<file path="src/design/mesh_config.svh">
`ifndef MESH_CONFIG_SVH
`define MESH_CONFIG_SVH

// 2x2 mesh, node n sits at x = n % MESH_X, y = n / MESH_X.
`define MESH_X 2
`define MESH_Y 2
`define NODE_BITS 2

`define MEM_WORDS 64 // 32-bit words per scratchpad.
`define APB_AW 10

`endif

</file>
<file path="src/design/mesh_pkg.sv">
package mesh_pkg;

  typedef enum logic [1:0] {
    PKT_RD_REQ = 2'd0,
    PKT_WR_REQ = 2'd1,
    PKT_RD_RSP = 2'd2,
    PKT_WR_RSP = 2'd3
  } pkt_kind_e;

  // router port numbers.
  localparam logic [2:0] PORT_LOCAL = 3'd0;
  localparam logic [2:0] PORT_EAST  = 3'd1; // x + 1.
  localparam logic [2:0] PORT_WEST  = 3'd2;
  localparam logic [2:0] PORT_NORTH = 3'd3; // y + 1.
  localparam logic [2:0] PORT_SOUTH = 3'd4;

  typedef struct packed {
    logic [19:0] rsvd;
    logic [5:0]  addr;
    pkt_kind_e   kind;
    logic        src_y;
    logic        src_x;
    logic        dst_y;
    logic        dst_x;
  } flit_hdr_t;

  // first flit is read as header, second as data.
  typedef union packed {
    flit_hdr_t   hdr;
    logic [31:0] data;
  } flit_payload_u;

  typedef struct packed {
    flit_payload_u payload;
    logic          last;
  } flit_t;

  typedef struct packed {
    flit_t flit;
    logic  valid;
  } link_t;

endpackage

</file>
<file path="src/design/host_bridge.sv">
`timescale 1ns/100ps
`include "mesh_config.svh"

module host_bridge (
  input  logic               clk,
  input  logic               reset_i,
  input  logic               psel_i,
  input  logic               penable_i,
  input  logic               pwrite_i,
  input  logic [`APB_AW-1:0] paddr_i,
  input  logic [31:0]        pwdata_i,
  output logic [31:0]        prdata_o,
  output logic               pready_o,
  output logic               pslverr_o,
  output mesh_pkg::link_t    req_o,
  input  logic               req_ready_i,
  input  mesh_pkg::link_t    rsp_i,
  output logic               rsp_ready_o
);

  typedef enum logic [2:0] {
    S_IDLE,
    S_HDR,
    S_DATA,
    S_WAIT,
    S_DONE
  } state_e;

  state_e                state_q;
  logic [`NODE_BITS-1:0] node;
  logic                  access;
  logic                  local_hit; // node 0 is the bridge itself.
  mesh_pkg::pkt_kind_e   rsp_kind;
  mesh_pkg::flit_hdr_t   req_hdr;
  logic [31:0]           rdata_q;
  logic                  kind_ok_q;

  assign node        = paddr_i[`APB_AW-1 -: `NODE_BITS];
  assign access      = psel_i & penable_i;
  assign local_hit   = node == '0;
  assign rsp_kind    = pwrite_i ? mesh_pkg::PKT_WR_RSP : mesh_pkg::PKT_RD_RSP;
  assign rsp_ready_o = state_q == S_WAIT;

  // source stays (0,0).
  always_comb begin
    req_hdr       = '0;
    req_hdr.dst_x = 1'(node % `MESH_X);
    req_hdr.dst_y = 1'(node / `MESH_X);
    req_hdr.kind  = pwrite_i ? mesh_pkg::PKT_WR_REQ : mesh_pkg::PKT_RD_REQ;
    req_hdr.addr  = paddr_i[2 +: $clog2(`MEM_WORDS)];
  end

  always_ff @(posedge clk) begin
    if (reset_i) begin
      state_q <= S_IDLE;
    end else begin
      case (state_q)
        S_IDLE:  if (access && !local_hit) state_q <= S_HDR;
        S_HDR:   if (req_ready_i) state_q <= S_DATA;
        S_DATA:  if (req_ready_i) state_q <= S_WAIT;
        S_WAIT:  if (rsp_i.valid && rsp_i.flit.last) state_q <= S_DONE;
        S_DONE:  state_q <= S_IDLE;
        default: state_q <= S_IDLE;
      endcase
    end
  end

  always_ff @(posedge clk) begin
    if (state_q == S_WAIT && rsp_i.valid) begin
      if (rsp_i.flit.last) rdata_q <= rsp_i.flit.payload.data;
      else kind_ok_q <= rsp_i.flit.payload.hdr.kind == rsp_kind;
    end
  end

  // paddr and pwdata stay stable through the access phase.
  always_comb begin
    req_o       = '0;
    req_o.valid = (state_q == S_HDR) || (state_q == S_DATA);
    if (state_q == S_DATA) begin
      req_o.flit.payload.data = pwrite_i ? pwdata_i : '0;
      req_o.flit.last         = 1'b1;
    end else begin
      req_o.flit.payload.hdr = req_hdr;
    end
  end

  always_comb begin
    pready_o  = 1'b0;
    pslverr_o = 1'b0;
    prdata_o  = '0;
    if (state_q == S_DONE) begin
      pready_o  = 1'b1;
      pslverr_o = ~kind_ok_q;
      prdata_o  = rdata_q;
    end else if (state_q == S_IDLE && access && local_hit) begin
      pready_o  = 1'b1; // rejected at once.
      pslverr_o = 1'b1;
    end
  end

endmodule

</file>
<file path="config.mk">
export PLATFORM = sky130hd
export DESIGN_NAME = host_bridge
export DESIGN_NICKNAME = d
export VERILOG_FILES = /design/src/design/mesh_pkg.sv /design/src/design/host_bridge.sv
export VERILOG_INCLUDE_DIRS = /design/src /design/src/design
export SDC_FILE = /design/constraint.sdc
export NUM_CORES = 1
export LEC_CHECK = 0
export ABC_AREA = 1
export BUFFER_PORTS_ARGS = -buffer_cell sky130_fd_sc_hd__buf_2
export CORE_ASPECT_RATIO = 0.75
export CORE_MARGIN = 5
export CORE_UTILIZATION = 40
export CTS_BUF_LIST = sky130_fd_sc_hd__clkbuf_4
export CTS_CLUSTER_DIAMETER = 50
export CTS_CLUSTER_SIZE = 40
export DETAILED_ROUTE_END_ITERATION = 10
export GPL_TIMING_DRIVEN = 1
export PLACE_DENSITY = 0.85
export SYNTH_ARGS = -nofsm -noshare
export SYNTH_HDL_FRONTEND = slang
export SYNTH_SLANG_ARGS = --single-unit
export TNS_END_PERCENT = 20
</file>
<file path="constraint.sdc">
create_clock -name clk -period 3.17 [get_ports clk]
set_clock_uncertainty 0.2 [all_clocks]
set_input_delay 0.634 -clock clk [delete_from_list [all_inputs] [get_ports clk]]
set_output_delay 0.634 -clock clk [all_outputs]
set_load 0.02 [all_outputs]
</file>
# Word-level counts from Yosys, hierarchy flattened
# Index checks and enable logic that the tools add are counted.
# totals
regBits	36
latchBits	0
ramBits	0
mem_bits_ro	0
elab_cells	41
memories	0
# classes
add_sub_neg	0
mul	0
n_div	0
magnitude_cmp	0
eq_ne	9
shifts	0
mux	14
bitwise_logic	3
reduce_logical	12
# op_table
cell	n
32-bit two-way mux	3
3-bit two-way mux	4
3-bit one-hot mux with 4 select lines	1
3-bit by 2-bit equality test with 1-bit output, second input constant	2
1-bit two-way mux	6
2-bit != test, second input constant	3
1-bit logical AND	5
2-bit AND reduction	2
4-bit AND reduction	1
3-bit by 1-bit equality test with 1-bit output, second input constant	1
3-bit equality test, second input constant	1
3-bit logical NOT	1
2-bit equality test	1
2-bit logical NOT	1
2-bit by 1-bit != test with 1-bit output, second input constant	1
1-bit NOT	2
1-bit AND	1
1-bit logical NOT	1
1-bit logical OR	1

# Logic depth before layout (Yosys ltp)
# depth
depth_word	5
depth_mapped	7

# Worst setup path before layout
# OpenSTA, ideal clock, no wires.
# synth_timing
kind	input to register
startpoint	input port rsp_i[1] (netlist name)
endpoint	register rdata_q[0], enable pin
setup_ps	421
arrival_ps	2097
t_required_ps	2549
path_slack_ps	452
cell_stages	2
path_buffers	0
cell_sequence	nand2_1 nor2_1
# synth_between
elab_chain_cells	1
# synth_rtl
element	line_no	source
start, declared	host_bridge.sv:17	input mesh_pkg::link_t rsp_i,
2-bit AND reduction (no line)	n/a	
end signal, assigned	host_bridge.sv:70	if (rsp_i.flit.last) rdata_q <= rsp_i.flit.payload.data;
end, declared	host_bridge.sv:35	logic [31:0] rdata_q;
# Every way passes these cells.
# A chain may end at the register's enable or synchronous reset.

==> impl_results.md <==
* Clk buf depth at 2
* CTS resizes at 0
* VDD IR max at around 0.38 mV
* Final Core Density at between 50 and 60%
* Initial antenna violation count at 0
* DR top layer: met4
* Vias after detailed routing at 1875
* Register area share after synthesis at between 50% and 60%
* Horiz. Die Dim at about 88 microns
* Post-synth EDFFs at 33
* Clock Sinks at 36
* I/O Pins at approximately 150
* Gr usage total at ~17%
* Synth Cell Area at 0.001839 sq mm
* Ys async rst share at 0%
* Final nets at ~460
* Worst r2r dst: state_q[1]
* WL final at roughly 5000 microns
* YS warnings at 0
* Syn_area_per_cell at 7.928 sq um
* Kind of critical path: register to output port
* Setup violation total in the final timing report at 0
* M1 WL at about 1900 microns
* Core ar. at 0.004467 sq mm
* Simple-gate portion of the synthesized area at 28.03%
* Fin. Hold Viols at 0
* Metal3 WL at 322 microns
* Hold_buf cts at 0
* Chip height at 68.73 microns
* Drt via density at between 4 and 5
* Setup TNS at 0 ns
* Data arrival, critical path at 1.75 ns
* Main flop type after synthesis: edfxtp_1
* Hold-critical path endpoint: rdata_q[11]
* Area grow syn2layout at 45.44%
* Most common library cells after synthesis: nor2_1, nand2_1, inv_1
* RSZ-0062 raised after global routing: no
* Vias in the first global route at ~1800
* Total area of sequential cells at 0.001051 sq mm
* Std-Cell Rows at 21
* Critical Path RT at about 2.3 ns
* Period utilization at approximately four fifths
* Final HPWL DP at about 4100 microns
* Share of cells above drive strength 1 at between 40% and 50%
* Adder-Cell Fraction of Synth Area at 0%
* Largest net degree at the start of global routing at 33
* Post-CTS setup buffers at 0
* Worst-skew pair later-pin latency at between 0.3 and 0.4 ns
* ANT cells at 0
* Number of remaining DRC errors at 0
* Slew margin rel. at between 60 and 70%
* Maximum level of the CTS H-tree at 2
* Worst-path clk slew at 0.10 ns
* 1st-iter DRT viols at between 40 and 50
* Post-synth top area share at 53.88%
* Area occupied by multi-input gates at around 600 sq um
* Largest family of logic cells by synthesized area: simple AND/OR/NAND/NOR gates
* Post-synthesis xor/xnor area fraction at 0%
* Cell count after synthesis at about 230
* Min cycle time layout at roughly 2.6 ns
* Crit-path max FO at 29
* Initial Util at 41.18%
* Reg2Reg Setup Slack at roughly 1.3 ns
* CP startpoint kind: register
* Syn Nets at between 300 and 400
* Synth Area in Compound Gates at 3.741%
* Die area at a little over 0.006 sq mm
* Max cap viols at 0
* Crit. End Element: output port
* Library cells used by synthesis at 17
* Worst path cell trace: nor2_4 -> nand2_2 -> buf_4 -> nand2_2 -> buf_2
* Status: complete, no violations
* Largest area contributor in the netlist: edfxtp_1
* Gpl congestion at about 0.77
* Cells on worst reg2reg path at 8
* Worst r2r src: state_q[0]
* First-pass GRT wire length at between 7000 and 8000 microns
* Pre-antenna DRT Iters at 2
* PwrDens at 498.9 mW/mm^2
* Critical path's most frequent cell: nand2_2
* Hold crit path type: primary input to register
* Max-slew violation count at 0
* Fillers at around 430
* Peak Freq at between 300 and 400 MHz
* ANT nets after route at 0
* CTS Buf Count at 5
* Synthesized flop and latch total at 36
* Least-Margin Pin Slew at approximately 0.48 ns
* Wire length on met2 at 2677 microns
* Leakage power total at 1.556 nW
* Grt ovf at 0
* CTS tree: yes
* Count leader, synth: nor2_1
* WL/cell at 11.42 microns
* Mux cell area share after synthesis at 0%
* Max stage delay on crit path at ~0.47 ns
* Hold Path Origin: rsp_i[13]
* WHS Path Cells at 1
* Root buffer cell: clkbuf_4
* PortBufs at 148
* Synth area leaders: edfxtp_1, nor2_1, nand2_1
* CP max stage cell: dfxtp_1
[state kept, by name (all words and copies together) (netlist names)]
register	count
kind_ok_q	1
rdata_q	32
state_q	3
[area by class of cell]
cell class | instances | share of cell area, %
Sequential cell | 36 | 39.29
Tap cell | 57 | 2.666
Inverter | 42 | 5.893
Clock inverter | 2 | 0.2806
Timing Repair Buffer | 151 | 28.53
Multi-Input combinational cell | 144 | 21.94
Clock buffer | 5 | 1.403
[how the worst max path moves through the flow]
stage,from,endpoint,cells after the start
global route,state_q[0],req_o[0],5
finish,state_q[0],req_o[0],5
floorplan,rsp_i[1],rdata_q[0],2
global placement,pwrite_i,req_o[6],4
CTS,state_q[0],req_o[0],5
detailed placement,pwrite_i,req_o[10],4
[stage by stage]
| stage | worst slack, ns | cells | hold slack [ns] | power [mW] | area [sq um] |
|---|---|---|---|---|---|
| 2_1_floorplan | 0.4519 | 232 | 0.3343 | 0.9612 | 1839 |
| 3_3_place_gp | 0.8744 | 430 | 0.3682 | 1.129 | 2630 |
| 3_5_place_dp | 0.8308 | 430 | 0.3684 | 1.142 | 2630 |
| 4_1_cts | 0.5633 | 437 | 0.2634 | 1.352 | 2675 |
| 5_1_grt | 0.4088 | 437 | 0.2444 | 1.447 | 2675 |
| 6_report | 0.5899 | 437 | 0.2827 | 1.335 | 2675 |
[per-layer routing]
metal	vias to the layer above	GRT usage (%)
met2	53	32.46
met1	817	18.80
li1	997	-
met4	0	4.528
met5	-	0
met3	8	3.919
[worst max-delay path, delay by kind of cell, from the launching register on]
kind | cells | cell delay (ns)
buf+inv | 2 | 0.44
simple gates | 3 | 0.52
flops | 1 | 0.47
[kinds of logic (layout without fill, tap and decap cells)]
family | after synthesis | count (layout)
compound gates | 13 | 13
buf+inv | 52 | 200
flops | 36 | 36
simple gates | 131 | 131
[power breakdown]
| part | switching, mW | internal (mW) |
|---|---|---|
| sequential | 0.0274 | 0.546 |
| clock | 0.129 | 0.0774 |
| combinational | 0.369 | 0.186 |
| total | 0.525 | 0.810 |
[cells in the final DEF (no fill, tap or decap)]
cell type | synthesis | final
inv_1 | 40 | 40
o21ai_0 | 2 | 2
nor3_1 | 1 | 1
clkbuf_4 | 0 | 5
a21oi_1 | 1 | 1
o21ai_2 | 1 | 1
nand3_1 | 6 | 6
dfxtp_1 | 3 | 3
buf_2 | 7 | 148
o21ai_1 | 9 | 9
nor2_1 | 70 | 69
nor2_2 | 1 | 2
nor2_4 | 1 | 1
buf_4 | 0 | 3
clkinv_1 | 0 | 2
edfxtp_1 | 33 | 33
nand2_2 | 2 | 2
inv_2 | 2 | 2
nand2_1 | 50 | 50
Note: power is estimated with default switching activity, not from simulation.
