### src/design/mesh_config.svh
`ifndef MESH_CONFIG_SVH
`define MESH_CONFIG_SVH

// 2x2 mesh, node n sits at x = n % MESH_X, y = n / MESH_X.
`define MESH_X 2
`define MESH_Y 2
`define NODE_BITS 2

`define MEM_WORDS 64 // 32-bit words per scratchpad.
`define APB_AW 10

`endif

### src/design/mesh_pkg.sv
package mesh_pkg;

  typedef enum logic [1:0] {
    PKT_RD_REQ = 2'd0,
    PKT_WR_REQ = 2'd1,
    PKT_RD_RSP = 2'd2,
    PKT_WR_RSP = 2'd3
  } pkt_kind_e;

  // router port numbers.
  localparam logic [2:0] PORT_LOCAL = 3'd0;
  localparam logic [2:0] PORT_EAST  = 3'd1; // x + 1.
  localparam logic [2:0] PORT_WEST  = 3'd2;
  localparam logic [2:0] PORT_NORTH = 3'd3; // y + 1.
  localparam logic [2:0] PORT_SOUTH = 3'd4;

  typedef struct packed {
    logic [19:0] rsvd;
    logic [5:0]  addr;
    pkt_kind_e   kind;
    logic        src_y;
    logic        src_x;
    logic        dst_y;
    logic        dst_x;
  } flit_hdr_t;

  // first flit is read as header, second as data.
  typedef union packed {
    flit_hdr_t   hdr;
    logic [31:0] data;
  } flit_payload_u;

  typedef struct packed {
    flit_payload_u payload;
    logic          last;
  } flit_t;

  typedef struct packed {
    flit_t flit;
    logic  valid;
  } link_t;

endpackage

### src/design/noc_router.sv
`timescale 1ns/100ps

module noc_router #(
  parameter int POS_X = 0,
  parameter int POS_Y = 0
) (
  input  logic                  clk,
  input  logic                  reset_i,
  input  mesh_pkg::link_t [4:0] in_link_i,
  output logic [4:0]            in_ready_o,
  output mesh_pkg::link_t [4:0] out_link_o,
  input  logic [4:0]            out_ready_i
);

  localparam int NPORT = 5;

  mesh_pkg::flit_t [NPORT-1:0] buf_flit_q;
  logic [NPORT-1:0]            buf_vld_q;
  logic [NPORT-1:0]            in_pkt_q;  // header gone, data flit still to follow.
  logic [NPORT-1:0][2:0]       route;
  logic [NPORT-1:0][NPORT-1:0] req;
  logic [NPORT-1:0]            gnt_vld;
  logic [NPORT-1:0][2:0]       gnt_idx;
  logic [NPORT-1:0]            lock_q;
  logic [NPORT-1:0][2:0]       owner_q;
  logic [NPORT-1:0][2:0]       rr_q;
  logic [NPORT-1:0][2:0]       sel;
  logic [NPORT-1:0]            out_vld;
  logic [NPORT-1:0]            xfer;
  logic [NPORT-1:0]            pop;

  assign in_ready_o = ~buf_vld_q; // one-flit slot per input.

  // x first, then y.
  always_comb begin
    mesh_pkg::flit_hdr_t hdr;
    for (int i = 0; i < NPORT; i++) begin
      hdr = buf_flit_q[i].payload.hdr;
      if (hdr.dst_x > 1'(POS_X)) begin
        route[i] = mesh_pkg::PORT_EAST;
      end else if (hdr.dst_x < 1'(POS_X)) begin
        route[i] = mesh_pkg::PORT_WEST;
      end else if (hdr.dst_y > 1'(POS_Y)) begin
        route[i] = mesh_pkg::PORT_NORTH;
      end else if (hdr.dst_y < 1'(POS_Y)) begin
        route[i] = mesh_pkg::PORT_SOUTH;
      end else begin
        route[i] = mesh_pkg::PORT_LOCAL;
      end
    end
  end

  // only waiting headers compete for a free output.
  always_comb begin
    for (int o = 0; o < NPORT; o++) begin
      for (int i = 0; i < NPORT; i++) begin
        req[o][i] = buf_vld_q[i] & ~in_pkt_q[i] & ~lock_q[o] & (route[i] == 3'(o));
      end
    end
  end

  // round robin, first requester at or after the pointer wins.
  always_comb begin
    int idx;
    for (int o = 0; o < NPORT; o++) begin
      gnt_vld[o] = 1'b0;
      gnt_idx[o] = '0;
      for (int k = NPORT - 1; k >= 0; k--) begin
        idx = (int'(rr_q[o]) + k) % NPORT;
        if (req[o][idx]) begin
          gnt_vld[o] = 1'b1;
          gnt_idx[o] = 3'(idx);
        end
      end
    end
  end

  always_comb begin
    for (int o = 0; o < NPORT; o++) begin
      sel[o]              = lock_q[o] ? owner_q[o] : gnt_idx[o];
      out_vld[o]          = lock_q[o] ? buf_vld_q[owner_q[o]] : gnt_vld[o];
      xfer[o]             = out_vld[o] & out_ready_i[o];
      out_link_o[o].flit  = buf_flit_q[sel[o]];
      out_link_o[o].valid = out_vld[o];
    end
  end

  always_comb begin
    pop = '0;
    for (int o = 0; o < NPORT; o++) begin
      if (xfer[o]) pop[sel[o]] = 1'b1;
    end
  end

  always_ff @(posedge clk) begin
    if (reset_i) begin
      buf_vld_q <= '0;
      in_pkt_q  <= '0;
      lock_q    <= '0;
      owner_q   <= '0;
      rr_q      <= '0;
    end else begin
      for (int i = 0; i < NPORT; i++) begin
        if (pop[i]) begin
          buf_vld_q[i] <= 1'b0;
          in_pkt_q[i]  <= ~buf_flit_q[i].last;
        end else if (in_link_i[i].valid && !buf_vld_q[i]) begin
          buf_vld_q[i] <= 1'b1;
        end
      end
      for (int o = 0; o < NPORT; o++) begin
        if (xfer[o] && buf_flit_q[sel[o]].last) begin
          lock_q[o] <= 1'b0; // tail passed.
          rr_q[o]   <= (sel[o] == 3'(NPORT - 1)) ? 3'd0 : sel[o] + 3'd1;
        end else if (xfer[o] || gnt_vld[o]) begin
          lock_q[o]  <= 1'b1; // a granted header keeps its output.
          owner_q[o] <= sel[o];
        end
      end
    end
  end

  always_ff @(posedge clk) begin
    for (int i = 0; i < NPORT; i++) begin
      if (in_link_i[i].valid && !buf_vld_q[i]) buf_flit_q[i] <= in_link_i[i].flit;
    end
  end

endmodule

### src/design/noc_mesh.sv
`timescale 1ns/100ps
`include "mesh_config.svh"

module noc_mesh (
  input  logic                                       clk,
  input  logic                                       reset_i,
  input  mesh_pkg::link_t [`MESH_X*`MESH_Y-1:0]      local_in_i,
  output logic [`MESH_X*`MESH_Y-1:0]                 local_ready_o,
  output mesh_pkg::link_t [`MESH_X*`MESH_Y-1:0]      local_out_o,
  input  logic [`MESH_X*`MESH_Y-1:0]                 local_ready_i
);

  localparam int NODES = `MESH_X * `MESH_Y;

  mesh_pkg::link_t [NODES-1:0][4:0] r_in;
  logic [NODES-1:0][4:0]            r_in_rdy;
  mesh_pkg::link_t [NODES-1:0][4:0] r_out;
  logic [NODES-1:0][4:0]            r_out_rdy;

  for (genvar yy = 0; yy < `MESH_Y; yy++) begin : g_y
    for (genvar xx = 0; xx < `MESH_X; xx++) begin : g_x
      localparam int N = yy * `MESH_X + xx;

      noc_router #(
        .POS_X (xx),
        .POS_Y (yy)
      ) u_router (
        .clk         (clk),
        .reset_i     (reset_i),
        .in_link_i   (r_in[N]),
        .in_ready_o  (r_in_rdy[N]),
        .out_link_o  (r_out[N]),
        .out_ready_i (r_out_rdy[N])
      );

      assign r_in[N][mesh_pkg::PORT_LOCAL]      = local_in_i[N];
      assign local_ready_o[N]                   = r_in_rdy[N][mesh_pkg::PORT_LOCAL];
      assign local_out_o[N]                     = r_out[N][mesh_pkg::PORT_LOCAL];
      assign r_out_rdy[N][mesh_pkg::PORT_LOCAL] = local_ready_i[N];

      // edges: nothing comes in, nothing may leave.
      if (xx < `MESH_X - 1) begin : g_east
        assign r_in[N][mesh_pkg::PORT_EAST]      = r_out[N+1][mesh_pkg::PORT_WEST];
        assign r_out_rdy[N][mesh_pkg::PORT_EAST] = r_in_rdy[N+1][mesh_pkg::PORT_WEST];
      end else begin : g_east_edge
        assign r_in[N][mesh_pkg::PORT_EAST]      = '0;
        assign r_out_rdy[N][mesh_pkg::PORT_EAST] = 1'b0;
      end

      if (xx > 0) begin : g_west
        assign r_in[N][mesh_pkg::PORT_WEST]      = r_out[N-1][mesh_pkg::PORT_EAST];
        assign r_out_rdy[N][mesh_pkg::PORT_WEST] = r_in_rdy[N-1][mesh_pkg::PORT_EAST];
      end else begin : g_west_edge
        assign r_in[N][mesh_pkg::PORT_WEST]      = '0;
        assign r_out_rdy[N][mesh_pkg::PORT_WEST] = 1'b0;
      end

      if (yy < `MESH_Y - 1) begin : g_north
        assign r_in[N][mesh_pkg::PORT_NORTH] = r_out[N+`MESH_X][mesh_pkg::PORT_SOUTH];
        assign r_out_rdy[N][mesh_pkg::PORT_NORTH] =
          r_in_rdy[N+`MESH_X][mesh_pkg::PORT_SOUTH];
      end else begin : g_north_edge
        assign r_in[N][mesh_pkg::PORT_NORTH]      = '0;
        assign r_out_rdy[N][mesh_pkg::PORT_NORTH] = 1'b0;
      end

      if (yy > 0) begin : g_south
        assign r_in[N][mesh_pkg::PORT_SOUTH] = r_out[N-`MESH_X][mesh_pkg::PORT_NORTH];
        assign r_out_rdy[N][mesh_pkg::PORT_SOUTH] =
          r_in_rdy[N-`MESH_X][mesh_pkg::PORT_NORTH];
      end else begin : g_south_edge
        assign r_in[N][mesh_pkg::PORT_SOUTH]      = '0;
        assign r_out_rdy[N][mesh_pkg::PORT_SOUTH] = 1'b0;
      end
    end
  end

endmodule

### config.mk
export PLATFORM = sky130hd
export DESIGN_NAME = noc_mesh
export DESIGN_NICKNAME = d
export VERILOG_FILES = /design/src/design/mesh_pkg.sv /design/src/design/noc_router.sv /design/src/design/noc_mesh.sv
export VERILOG_INCLUDE_DIRS = /design/src /design/src/design
export SDC_FILE = /design/constraint.sdc
export NUM_CORES = 2
export LEC_CHECK = 0
export BUFFER_PORTS_ARGS = -buffer_cell sky130_fd_sc_hd__buf_2
export CELL_PAD_IN_SITES_DETAIL_PLACEMENT = 0
export CELL_PAD_IN_SITES_GLOBAL_PLACEMENT = 1
export CORE_MARGIN = 4
export CORE_UTILIZATION = 52
export DETAILED_ROUTE_END_ITERATION = 8
export HOLD_SLACK_MARGIN = 0.03
export PLACE_DENSITY_LB_ADDON = 0.1
export REMOVE_ABC_BUFFERS = 1
export SLEW_MARGIN = 5
export SYNTH_ARGS = -nofsm -noshare
export SYNTH_HDL_FRONTEND = slang
export SYNTH_SLANG_ARGS = --single-unit
export TNS_END_PERCENT = 30
### constraint.sdc
create_clock -name clk -period 11 [get_ports clk]
set_input_delay 1.1 -clock clk [delete_from_list [all_inputs] [get_ports clk]]
set_output_delay 1.1 -clock clk [all_outputs]
set_load 0.01 [all_outputs]
==> results by group <==
Yosys
  – Synth Area in XOR/XNOR: 0.0199
  – Area fraction in compound gates after synthesis: 0.241
  – Portion of synthesized cell area occupied by the leading cell type: 0.266
  – Largest cells by area after synthesis: sky130_fd_sc_hd__edfxtp_1 (27%), sky130_fd_sc_hd__ha_1 (7.4%), sky130_fd_sc_hd__mux2_1 (5.4%)
  – Count of flip-flops with a built-in enable after synthesis: 396
  – Synth cell types: 116
  – Mapped cell area: around 0.045 mm²
  – Gate Count Post-Synth: a little over 5000
  – Most instantiated flip-flop cell in the synthesis netlist: sky130_fd_sc_hd__edfxtp_1
  – Dominant combinational cell family by area after synthesis: compound AO/OA/AOI/OAI gates
  – Biggest area consumer among synthesized cells: sky130_fd_sc_hd__edfxtp_1
  – Portion of netlist area occupied by mux cells: 0.117
  – Avg Cell Area, Syn: 8.77 µm²
  – Number of synthesized register bits: 504
  – Yosys Warn Count: 0
  – Simple-gate area share of the yosys netlist: 0.166
  – Sequential cell area fraction in the yosys report: 0.315
  – Adder-cell area share of the yosys netlist: 0.0756
  – Ys async rst share: 0

STA
  – Final setup slack of the worst path: 2.26 ns
  – Fin. Hold Viols: 0
  – Actual slew at the worst max-slew pin: 1.37 ns
  – Timing-limited maximum frequency: between 100 and 150 MHz
  – Normalized max-slew margin: 0.0819
  – Max Transition Viols Final: 0
  – Sum of negative setup slack: 0 ns
  – Fin crit period: 8.74 ns
  – Setup Viol. Count Final: 0
  – Post-Route Skew: roughly 0.073 ns
  – Unrepaired setup endpoints after global routing: no
  – Portion of the clock cycle consumed by the worst path in the final layout: 0.794

Floorplan
  – Starting utilization of the core area: 0.525
  – Ports: 282
  – Area of the core: 0.0851 mm²
  – DIE WIDTH: ~300 µm
  – DIE HEIGHT: approximately 300 µm
  – Std-Cell Rows: 107
  – Total die area: 0.0907 mm²

Clocking
  – Clk pin slew, worst setup/hold paths: 0.06 ns
  – TritonCTS Buffers: 56
  – Root Driver: sky130_fd_sc_hd__clkbuf_16
  – TritonCTS clock tree: yes
  – Post-CTS Repair Setup Buffers: 0
  – Sink Count: 504
  – Post-cts repair resize count: 0
  – CTS Hold Buffers Added: 0
  – Maximum level of the CTS H-tree: 2
  – Clk Latency, worst-skew pair: between 0.6 and 0.7 ns
  – Max Buffers Root-to-Sink: 3

Cells and area
  – Final design instance area without fill: 0.0481 mm²
  – FILL cells: 7806
  – Final standard cell count with taps included and fillers excluded: 6290
  – Fraction of final layout cells with drive strength greater than 1: 0.128
  – Fin util: 0.565
  – Number of nets in the final layout: 5505
  – Synthesis-to-layout area growth: 7.71%

Placed design
  – Placer Congestion: roughly 0.94
  – PortBufs: 281
  – Placement-stage worst setup slack: 3.18 ns
  – Placement Cell Area: 0.0462 mm²
  – Number of placed instances with taps included: 6181
  – Final HPWL DP: 107000 µm

Critical path
  – Data arrival time at the worst-slack endpoint: ~7.6 ns
  – Required time reported for the critical path endpoint: 9.90 ns
  – Ordered list of cells on the worst path: inv_1 -> ha_1 -> clkinv_1 -> ha_1 -> nor3_2 -> nor2_1 -> xnor2_1 -> nor2_1 -> a32o_1 -> nor4_1 -> o31ai_1 -> a21oi_4 -> buf_4 -> and2_2 -> a22oi_1 -> nor2_1 -> buf_2
  – Crit path max-delay cell type: sky130_fd_sc_hd__and2_2
  – CP Capture Type: output port
  – Top cell family by delay on the critical path: simple AND/OR/NAND/NOR gates
  – Type of the setup path with the least slack: flop to output port
  – Bufs and invs on worst path: 4
  – Maximum fanout count along the critical path: 44
  – Startpoint kind of the worst setup timing path: flop
  – Critical path's most frequent cell: sky130_fd_sc_hd__nor2_1
  – Biggest cell delay along the critical path: 1.08 ns

Detailed routing
  – Starting DRT DRC Count: 4408
  – DRC violation count after routing: 0
  – Number of iterations in the first detailed-routing pass: 6
  – Wire per inst: roughly 25 µm
  – Post-detailed-route via-to-cell ratio: 6.61
  – DRT Wirelength: 158000 µm
  – Via Count: around 42000
  – DRT antenna net count: 0

Power
  – Power per cell area: 378 mW/mm²
  – Max IR drop VDD: 0.281 mV
  – Static leakage: 0.0192 µW

Flow run
  – Number of maximum-capacitance violations: 0

Status
  – Run status: completed

GRT
  – Antenna violations before repair: 8
  – Overall routing resource usage: 0.335
  – Vias in the first global route: 38700
  – Maximum number of pins on one net before global-route repair: between 70 and 80
  – Most used routing layer in global routing: met2
  – M1 GR Usage: 0.463
  – GRT met3 Usage: 0.0648
  – Overflow after GRT: 0
  – Met2 track utilization from global routing: 0.521
  – First-pass GRT wire length: 236000 µm

Worst hold path
  – Worst Hold Class: flop to flop
-- power by group --
part	total, µW	internal, µW	switching, µW
Sequential	4350	3520	835
Clock	1970	1120	852
Combinational	11900	4040	7850
Total	18200	8670	9540
-- final timing paths --
kind | start | to | slack [ns] | cells past startpoint
min reg2reg | g_y[0].g_x[1].u_router.owner_q[8] | g_y[0].g_x[1].u_router.owner_q[8] | 0.45 | 2
max reg2reg | g_y[1].g_x[1].u_router.rr_q[0] | g_y[1].g_x[1].u_router.in_pkt_q[2] | 3.84 | 16
max | g_y[1].g_x[1].u_router.rr_q[0] | local_out_o[131] | 2.26 | 17
min | g_y[0].g_x[1].u_router.owner_q[8] | g_y[0].g_x[1].u_router.owner_q[8] | 0.45 | 2
-- per-layer routing --
layer	routed length [µm]	part of all wire
met5	44	0.00028
met2	69100	0.44
met4	6740	0.043
met3	17200	0.11
met1	65100	0.41
-- cells in the mapped netlist (29+ instances only) --
cell                         n
sky130_fd_sc_hd__a21o_1     75
sky130_fd_sc_hd__dfxtp_1   108
sky130_fd_sc_hd__or3_1      42
sky130_fd_sc_hd__and3_1     38
sky130_fd_sc_hd__o21a_1     37
sky130_fd_sc_hd__inv_1     199
sky130_fd_sc_hd__o21ai_1    86
sky130_fd_sc_hd__nor4_1     29
sky130_fd_sc_hd__a22oi_1   281
sky130_fd_sc_hd__buf_2      78
sky130_fd_sc_hd__and2_1     43
sky130_fd_sc_hd__a31oi_1    48
sky130_fd_sc_hd__ha_1      265
sky130_fd_sc_hd__nor3_1     77
sky130_fd_sc_hd__nand2b_1   71
sky130_fd_sc_hd__mux2_2     77
sky130_fd_sc_hd__buf_4     104
sky130_fd_sc_hd__mux2i_1   191
sky130_fd_sc_hd__a21oi_1   300
sky130_fd_sc_hd__edfxtp_1  396
sky130_fd_sc_hd__nand3_1   120
sky130_fd_sc_hd__mux2_1    214
sky130_fd_sc_hd__xnor2_1    83
sky130_fd_sc_hd__nand2_1   300
sky130_fd_sc_hd__clkbuf_1  193
sky130_fd_sc_hd__a211oi_1   88
sky130_fd_sc_hd__o211ai_1   51
sky130_fd_sc_hd__nor2_1    584
sky130_fd_sc_hd__nor2b_1    61
sky130_fd_sc_hd__o21ai_0   177
sky130_fd_sc_hd__o22ai_1    42
sky130_fd_sc_hd__inv_2      46
-- sequential cells by signal, summed over array words and instances (netlist names) --
name                         count
g_y.g_x.u_router.buf_flit_q    396
g_y.g_x.u_router.in_pkt_q       12
g_y.g_x.u_router.owner_q        36
g_y.g_x.u_router.buf_vld_q      12
g_y.g_x.u_router.lock_q         12
g_y.g_x.u_router.rr_q           36
-- cell families after synthesis --
logic type	Yosys count
fa+ha+maj	268
mux	484
flops	504
simple gates	1536
compound gates	1549
buf+inv	653
xor+xnor	97
-- placed cells by master (no fill, tap or decap), drive strengths merged, types with 16 or more instances in the layout --
cell,count
a211o,21
a211oi,89
o221ai,19
edfxtp,396
nand3,120
nor2,586
o31ai,27
nand3b,27
mux2i,191
xnor2,88
a221oi,19
and3,38
or3,42
dfxtp,108
nand2b,71
a22oi,281
and2,45
nor2b,61
or2,29
inv,246
nor4,29
clkinv,31
nor3b,28
a31o,16
nand2,300
a21boi,18
nor3,80
clkbuf,74
o22ai,43
a21o,75
a21oi,306
buf,345
o211a,26
a2111oi,20
a31oi,50
mux2,291
ha,265
o21a,37
o21ai,263
o211ai,52
-- stage by stage --
| stage | total power (µW) | hold slack [ns] |
|---|---|---|
| 6_report | 18200 | 0.448 |
| 5_1_grt | 19200 | 0.467 |
| 4_1_cts | 17900 | 0.446 |
| 3_5_place_dp | 15900 | 0.437 |
| 3_3_place_gp | 15800 | 0.426 |
| 2_1_floorplan | 11600 | 0.416 |
-- worst min-delay path, cell delays in order, from the launching register on --
cell and delay (ns):
sky130_fd_sc_hd__dfxtp_1 0.32, sky130_fd_sc_hd__nand2_1 0.05, sky130_fd_sc_hd__a21oi_1 0.04
-- layout make-up --
type / instances / area [µm²] / share of cell area
repair buffers: 345 / 1890 / 0.0393
multi-input cells: 3934 / 27900 / 0.580
well taps: 1144 / 1430 / 0.0297
clock buffers: 74 / 1510 / 0.0314
inverters: 254 / 953 / 0.0198
diodes: 4 / 10.0 / 0.000208
clock inverters: 31 / 372 / 0.00772
flip-flops and latches: 504 / 14100 / 0.292
(Power assumes the default switching activity.)
